$ cat src/hdl/sramPkg.sv
// SRAM side definitions for the 512K x 8 asynchronous part
package sramPkg;

	// Device geometry
	localparam int ramAdrsWidth = 19;
	localparam int ramDqWidth   = 8;

	// ----------------------------------------------------------------------
	// Pin bundle toward the SRAM
	// ----------------------------------------------------------------------
	// Strobes are active low
	// Data bus split into out and enable, tristate lives in the board wrapper
	typedef struct packed {
		logic [ramAdrsWidth-1:0] adrs;
		logic [ramDqWidth-1:0]   dqOut;
		logic                    dqOe;
		logic                    oe;
		logic                    we;
		logic                    ce;
	} sramPins_t;

	// One access from the arbiter into the physical interface
	typedef struct packed {
		logic                    valid;
		logic                    read;
		logic [ramAdrsWidth-1:0] adrs;
		logic [ramDqWidth-1:0]   wd;
	} sramAccess_t;

endpackage

$ cat src/hdl/hostPkg.sv
// Host side command and response definitions
package hostPkg;

	// Number of host ports sharing the SRAM
	localparam int numPorts = 2;

	// Command as presented by a host
	// read high selects a read, low a write of wd
	typedef struct packed {
		logic                                read;
		logic [sramPkg::ramAdrsWidth-1:0]    adrs;
		logic [sramPkg::ramDqWidth-1:0]      wd;
	} hostCmd_t;

	// Response back to the host
	// Valid only while hostAck is high
	typedef struct packed {
		logic [sramPkg::ramDqWidth-1:0]      rd;
	} hostRsp_t;

endpackage

$ cat src/hdl/hostPort.sv
`timescale 1ns/100ps

module hostPort (
	input  logic                             iMemClk,
	input  logic                             iRST,
	// Host side, four-phase handshake
	input  logic                             hostReq,
	input  hostPkg::hostCmd_t                hostCmd,
	output logic                             hostAck,
	output hostPkg::hostRsp_t                hostRsp,
	// Arbiter side
	output logic                             portPend,
	output hostPkg::hostCmd_t                portCmd,
	input  logic                             portGrant,
	input  logic                             rdDone,
	input  logic [sramPkg::ramDqWidth-1:0]   rdData
);

	// Port FSM states
	typedef enum logic [1:0] {
		stIdle,
		stPend,
		stWaitRd,
		stAck
	} portState_t;

	portState_t state;

	// ----------------------------------------------------------------------
	// Handshake FSM
	// ----------------------------------------------------------------------
	always_ff @(posedge iMemClk)
	begin
		if (iRST)
			state <= stIdle;
		else
		begin
			case (state)
				// New request from host
				stIdle:
					if (hostReq)
						state <= stPend;
				// Waiting for the arbiter
				stPend:
					if (portGrant)
						state <= portCmd.read ? stWaitRd : stAck;
				// Read issued, byte still in flight
				stWaitRd:
					if (rdDone)
						state <= stAck;
				// Hold ack until host lets go
				stAck:
					if (!hostReq)
						state <= stIdle;
				default:
					state <= stIdle;
			endcase
		end
	end

	// Command held for the whole access
	always_ff @(posedge iMemClk)
	begin
		if (state == stIdle && hostReq)
			portCmd <= hostCmd;
	end

	// Returned read byte, steered here by the arbiter
	always_ff @(posedge iMemClk)
	begin
		if (rdDone)
			hostRsp.rd <= rdData;
	end

	assign portPend = (state == stPend);
	assign hostAck  = (state == stAck);

	// Ack only answers a live request from the host
	ackNeedsReq: assert property (@(posedge iMemClk) disable iff (iRST)
		$rose(hostAck) |-> hostReq);

endmodule

$ cat src/hdl/portArbiter.sv
`timescale 1ns/100ps

module portArbiter (
	input  logic                  iMemClk,
	input  logic                  iRST,
	// Host port side
	input  logic                  portPend [hostPkg::numPorts],
	input  hostPkg::hostCmd_t     portCmd [hostPkg::numPorts],
	output logic                  portGrant [hostPkg::numPorts],
	output logic                  rdDone [hostPkg::numPorts],
	output byte                   rdData,
	// Physical interface side
	output sramPkg::sramAccess_t  access,
	input  logic                  rdValid,
	input  byte                   phyRd
);

	import hostPkg::*;

	// Owner tag of one access in flight
	typedef struct packed {
		logic rd;
		logic owner;
	} rdTag_t;

	logic   lastPort;
	logic   selPort;
	logic   anyPend;
	rdTag_t rdRec [2];

	// ----------------------------------------------------------------------
	// Round-robin selection
	// ----------------------------------------------------------------------
	always_comb
	begin
		anyPend = 1'b0;
		for (int p = 0; p < numPorts; p++)
			anyPend |= portPend[p];

		// Port not served last goes first
		selPort = ~lastPort;
		if (!portPend[~lastPort])
			selPort = lastPort;

		for (int p = 0; p < numPorts; p++)
			portGrant[p] = anyPend && (selPort == p);
	end

	// Remember who was served
	always_ff @(posedge iMemClk)
	begin
		if (iRST)
			lastPort <= 1'b1;
		else if (anyPend)
			lastPort <= selPort;
	end

	// Granted command becomes this cycle's access
	always_comb
	begin
		access.valid = anyPend;
		access.read  = portCmd[selPort].read;
		access.adrs  = portCmd[selPort].adrs;
		access.wd    = portCmd[selPort].wd;
	end

	// ----------------------------------------------------------------------
	// Read ownership record
	// ----------------------------------------------------------------------
	// Stage 1 lines up with rdValid from the physical interface
	always_ff @(posedge iMemClk)
	begin
		if (iRST)
		begin
			rdRec[0] <= '0;
			rdRec[1] <= '0;
		end
		else
		begin
			rdRec[0].rd    <= access.valid && access.read;
			rdRec[0].owner <= selPort;
			rdRec[1]       <= rdRec[0];
		end
	end

	// Steer the returning byte
	always_comb
	begin
		for (int p = 0; p < numPorts; p++)
			rdDone[p] = rdValid && (rdRec[1].owner == p);
	end

	assign rdData = phyRd;

	// A granted port lets go of its request on the next cycle
	grantDropsPend0: assert property (@(posedge iMemClk) disable iff (iRST)
		portGrant[0] |=> !portPend[0]);

	grantDropsPend1: assert property (@(posedge iMemClk) disable iff (iRST)
		portGrant[1] |=> !portPend[1]);

	// Read data must match a read issued two cycles back
	rdMatchesRec: assert property (@(posedge iMemClk) disable iff (iRST)
		rdValid |-> rdRec[1].rd);

endmodule

$ cat src/hdl/sramPhy.sv
`timescale 1ns/100ps

module sramPhy (
	input  logic                  iMemClk,
	input  logic                  iRST,
	input  sramPkg::sramAccess_t  access,
	// SRAM pins
	output sramPkg::sramPins_t    pins,
	input  byte                   memDqIn,
	// Read return
	output logic                  rdValid,
	output byte                   rdData
);

	// Read sitting on the pins this cycle
	logic rdOnPins;

	// ----------------------------------------------------------------------
	// Pin register
	// ----------------------------------------------------------------------
	// WE CE OE truth table
	//   x  H  x  deselected
	//   H  L  H  output disabled
	//   H  L  L  read
	//   L  L  x  write since WE wins
	always_ff @(posedge iMemClk)
	begin
		// Address and write byte follow every access
		pins.adrs  <= access.adrs;
		pins.dqOut <= access.wd;

		if (iRST)
		begin
			pins.ce   <= 1'b1;
			pins.we   <= 1'b1;
			pins.oe   <= 1'b1;
			pins.dqOe <= 1'b0;
		end
		else if (access.valid)
		begin
			pins.ce   <= 1'b0;
			pins.we   <= access.read;
			// Read keeps our driver off the bus
			pins.oe   <= ~access.read;
			pins.dqOe <= ~access.read;
		end
		else
		begin
			pins.ce   <= 1'b1;
			pins.we   <= 1'b1;
			pins.oe   <= 1'b1;
			pins.dqOe <= 1'b0;
		end
	end

	// ----------------------------------------------------------------------
	// Read capture
	// ----------------------------------------------------------------------
	always_ff @(posedge iMemClk)
	begin
		if (iRST)
		begin
			rdOnPins <= 1'b0;
			rdValid  <= 1'b0;
		end
		else
		begin
			rdOnPins <= access.valid && access.read;
			rdValid  <= rdOnPins;
		end
	end

	// Sampled at the end of the pin cycle
	always_ff @(posedge iMemClk)
	begin
		if (rdOnPins)
			rdData <= memDqIn;
	end

endmodule

$ cat src/hdl/sramSubsystem.sv
`timescale 1ns/100ps

module sramSubsystem (
	input  logic                iMemClk,
	input  logic                iRST,
	// Host ports
	input  logic                hostReq [hostPkg::numPorts],
	input  hostPkg::hostCmd_t   hostCmd [hostPkg::numPorts],
	output logic                hostAck [hostPkg::numPorts],
	output hostPkg::hostRsp_t   hostRsp [hostPkg::numPorts],
	// SRAM pins
	output sramPkg::sramPins_t  pins,
	input  byte                 memDqIn
);

	import hostPkg::*;
	import sramPkg::*;

	// Port to arbiter
	logic        portPend [numPorts];
	hostCmd_t    portCmd [numPorts];
	logic        portGrant [numPorts];
	logic        rdDone [numPorts];
	byte         rdData;

	// Arbiter to physical interface
	sramAccess_t access;
	logic        rdValid;
	byte         phyRd;

	// ----------------------------------------------------------------------
	// Host ports
	// ----------------------------------------------------------------------
	for (genvar p = 0; p < numPorts; p++)
	begin : hostPortGen
		hostPort i_hostPort (
			.iMemClk   (iMemClk),
			.iRST      (iRST),
			.hostReq   (hostReq[p]),
			.hostCmd   (hostCmd[p]),
			.hostAck   (hostAck[p]),
			.hostRsp   (hostRsp[p]),
			.portPend  (portPend[p]),
			.portCmd   (portCmd[p]),
			.portGrant (portGrant[p]),
			.rdDone    (rdDone[p]),
			.rdData    (rdData)
		);
	end

	// Round-robin arbiter with read routing
	portArbiter i_portArbiter (
		.iMemClk   (iMemClk),
		.iRST      (iRST),
		.portPend  (portPend),
		.portCmd   (portCmd),
		.portGrant (portGrant),
		.rdDone    (rdDone),
		.rdData    (rdData),
		.access    (access),
		.rdValid   (rdValid),
		.phyRd     (phyRd)
	);

	// Registered pin driver
	sramPhy i_sramPhy (
		.iMemClk (iMemClk),
		.iRST    (iRST),
		.access  (access),
		.pins    (pins),
		.memDqIn (memDqIn),
		.rdValid (rdValid),
		.rdData  (phyRd)
	);

endmodule

$ cat config.mk
export PLATFORM = sky130hd
export DESIGN_NAME = sramSubsystem
export DESIGN_NICKNAME = d
export VERILOG_FILES = /design/src/hdl/sramPkg.sv /design/src/hdl/hostPkg.sv /design/src/hdl/hostPort.sv /design/src/hdl/portArbiter.sv /design/src/hdl/sramPhy.sv /design/src/hdl/sramSubsystem.sv
export SDC_FILE = /design/constraint.sdc
export NUM_CORES = 1
export LEC_CHECK = 0
export ABC_AREA = 1
export BUFFER_PORTS_ARGS = -buffer_cell sky130_fd_sc_hd__clkbuf_2
export CELL_PAD_IN_SITES_DETAIL_PLACEMENT = 1
export CELL_PAD_IN_SITES_GLOBAL_PLACEMENT = 1
export CORE_ASPECT_RATIO = 1.4
export CORE_MARGIN = 2
export CORE_UTILIZATION = 40
export DETAILED_ROUTE_END_ITERATION = 16
export GPL_TIMING_DRIVEN = 0
export PLACE_DENSITY = 0.76
export SLEW_MARGIN = 0
export SYNTH_ARGS = -nofsm -noshare
export SYNTH_HDL_FRONTEND = slang
export SYNTH_SLANG_ARGS = --single-unit
$ cat constraint.sdc
create_clock -name iMemClk -period 2.15 [get_ports iMemClk]
set_input_delay 0.3225 -clock iMemClk [delete_from_list [all_inputs] [get_ports iMemClk]]
set_output_delay 0.3225 -clock iMemClk [all_outputs]
set_load 0.02 [all_outputs]
==> impl_metrics.py <==
metrics = {
    "placement": {
        "io_buffers": 116,
        "dp_slack_ns": -0.004050,
        "gp_congestion": 0.7174,
        "place_area_um2": 4842,
        "dp.final_hpwl_um": 6438,
    },
    "worst_hold_path": {
        "hp-start": "memDqIn[5]",
        "hold_depth": 1,
        "min_to": "i_sramPhy.rdData[5]",
        "hold_class": "in -> reg",
    },
    "clock_network": {
        "clk_latency_ns": 0.41,
        "cts_sinks": 120,
        "cts_tree": "built",
        "numCtsBuffers": 17,
        "clk_pin_slew_ns": 0.05,
        "post-cts-setup-buffer-count": 0,
        "htreeDepth": 4,
        "clock-root-buffer": "clkbuf_16",
        "clock_path_buffers": 2,
    },
    "synthesis": {
        "ys_ff_latch": 120,
        "synth-seq-area-share_pct": 78.26,
        "synth-simple-area-share_pct": 7.398,
        "synth.top_cells.by_area": "edfxtp_1 59%, dfxtp_1 20%, inv_1 5.0%",
        "synth_compound_area_share_pct": 4.463,
        "synth_top_area_share_pct": 58.70,
        "synth_fp_nets": 384,
        "synth_area_um2": 4093,
        "yosys.area_share.xor_xnor_pct": 0,
        "muxShareOfSynthArea_pct": 0,
        "syn_avg_cell_area_um2": 13.37,
        "yosysUniqueCellTypes": 16,
        "yosys.area_share.adder_pct": 3.057,
        "synth_cells": 306,
        "synth_top_family_by_area": "simple AND/OR/NAND/NOR gates",
        "yosys_warnings": 0,
        "synth_top_area_cell": "edfxtp_1",
    },
    "drt": {
        "drt_iter0_drc": 116,
        "firstDrtPassIters": 4,
        "drcViolationCount": 0,
        "routed_wl_um": 9100,
        "avgRoutedWirePerCell_um": 15.45,
        "via_per_inst": 4.438,
        "via_count": 2614,
        "antenna_left": 0,
    },
    "setup_path": {
        "cp-end-kind": "flop",
        "reg2reg_from": "hostPortGen[1].i_hostPort.state[0]",
        "crit_arrival_ns": 1.91,
        "crit_fanout": 28,
        "start_kind": "flop",
        "r2r-end": "hostPortGen[1].i_hostPort.portCmd[7]",
        "reg2reg_depth": 4,
        "r2r_slack_ns": 0.19,
        "path_class": "reg -> reg",
        "cp.required_ns": 2.09,
    },
    "die": {
        "core_um2": 9953,
        "die_h_um": 123.7,
        "ios": 117,
        "die_x_um": 89.49,
        "start_util_pct": 41.12,
        "num_rows": 43,
        "dieArea_um2": 11070,
    },
    "sta": {
        "rsz0062_at_grt": "no",
        "finalHoldViolCount": 0,
        "finalSetupViolCount": 0,
        "max_freq_mhz": 509.5,
        "slew_viol_final": 0,
        "tightest_slew_ns": 0.6852,
        "fin_crit_ns": 1.963,
        "finalCritPeriodShare_pct": 91.30,
        "hold_slack_ns": 0.08631,
        "slew_headroom_pct": 54.22,
        "skew_ns": 0.006182,
        "worst_slack_ns": 0.1872,
    },
    "grt": {
        "track_usage_pct": 17.86,
        "overflow": 0,
        "grt_max_degree": 29,
        "grt_pass1_wl_um": 13790,
        "antenna_found_initial": 0,
        "grt_busiest_layer": "met2",
        "met2_usage_pct": 32.08,
        "grt.met1_usage_pct": 17.35,
        "use_met3_pct": 6.826,
        "grt_pass1_vias": 2803,
    },
    "final_layout": {
        "utilization_pct": 54.92,
        "area.growth.synth_to_final_pct": 33.57,
        "fin_nets": 519,
        "final_cell_area_um2": 5466,
        "drive_above_1_share_pct": 34.14,
        "n_antenna_cell": 0,
        "n_fill_cell": 1077,
    },
    "power": {
        "p_leak_nw": 2.485,
        "total_power_w": 0.008394,
        "powerDensity_nw_per_um2": 1536,
        "ir_drop_v": 0.0006832,
    },
    "outcome": {
        "status": "completed",
    },
    "run": {
        "cap_violations": 0,
    },
}
-- cell usage in the layout (no fill, tap or decap), drive strengths merged --
cell      instances
edfxtp           80
nand3             4
bufinv            5
buf               8
nor2             18
ha               10
inv              53
dfxtp            40
clkbuf          136
clkinvlp          2
o21ai            31
nand2            56
clkinv            7
a21oi             4
-- sequential cells by signal, summed over array words and instances, names as in the netlist --
register and flops:
i_portArbiter.lastPort 1, hostPortGen.i_hostPort.hostRsp 16, i_sramPhy.pins 31, i_sramPhy.rdValid 1, hostPortGen.i_hostPort.portCmd 56, i_portArbiter.rdRec 3
i_sramPhy.rdData 8, hostPortGen.i_hostPort.state 4
-- through the flow --
step,setup TNS [ns],std cells
final,0,589
after global routing,0,589
after CTS,0,589
after detailed placement,-0.05822,557
after global placement,0,557
after floorplan,0,306
-- per-layer routing --
| metal | wire length (um) | part of all wire [%] |
|---|---|---|
| met2 | 5128 | 56 |
| met4 | 302 | 3.3 |
| met1 | 3218 | 35 |
| met3 | 450 | 4.9 |
| met5 | 0 | 0 |
-- final cells by class --
class / instances / area, um^2 / share of cell area, %
flip-flops and latches: 120 / 3203 / 58.59
well taps: 135 / 168.9 / 3.090
clock inverters: 12 / 180.2 / 3.296
inverters: 55 / 214.0 / 3.914
multi-input cells: 123 / 610.6 / 11.17
repair buffers: 116 / 580.6 / 10.62
clock buffers: 20 / 436.7 / 7.988
plain buffers: 8 / 72.57 / 1.328
-- critical path: stages (launching register included) --
cell and delay, ns:
dfxtp_1 0.41, inv_1 0.12, ha_1 0.26, nand2_1 0.13
clkinvlp_4 0.57
-- synth_stat cells --
cell type,n
ha_1,10
buf_2,1
inv_1,55
a21oi_1,4
nand2_2,1
nand3_1,4
edfxtp_1,80
o21ai_2,2
nand2_1,55
o21ai_1,10
buf_4,3
nor2_2,1
dfxtp_1,40
o21ai_0,19
nor2_1,17
buf_6,4
-- power breakdown --
| group | switching, W | internal [W] | total, W | leakage [nW] |
|---|---|---|---|---|
| clock | 0.000936 | 0.00203 | 0.00297 | 0.302 |
| combinational | 0.00134 | 0.000646 | 0.00198 | 1.10 |
| sequential | 0.000233 | 0.00321 | 0.00345 | 1.08 |
-- cells by family (layout without fill, tap and decap cells) --
family | Yosys count | in the layout
AO/OA/AOI/OAI | 35 | 35
buffers and inverters | 63 | 211
flip-flops | 120 | 120
adder cells (fa/ha/maj) | 10 | 10
AND/OR/NAND/NOR | 78 | 78
-- worst max-delay path by stage --
stage	slack [ns]	cells after the start	endpoint	start
finish	0.19	4	hostPortGen[1].i_hostPort.portCmd[7]	hostPortGen[1].i_hostPort.state[0]
global route	0.008	4	hostPortGen[1].i_hostPort.portCmd[6]	hostPortGen[1].i_hostPort.state[0]
CTS	0.12	4	hostPortGen[0].i_hostPort.portCmd[6]	hostPortGen[0].i_hostPort.state[0]
detailed placement	-0.004	4	hostPortGen[1].i_hostPort.portCmd[5]	hostPortGen[1].i_hostPort.state[0]
global placement	0.1	4	hostPortGen[1].i_hostPort.portCmd[10]	hostPortGen[1].i_hostPort.state[0]
floorplan	0.54	4	hostPortGen[1].i_hostPort.portCmd[0]	hostPortGen[1].i_hostPort.state[0]
-- what timing repair did --
action / CTS / global route
resized for setup: 1 / 1
pin swaps: 0 / 0
endpoints found under the setup margin: 28 / 28
hold buffers: 0 / 0
Power figures use the tool's default switching activity.
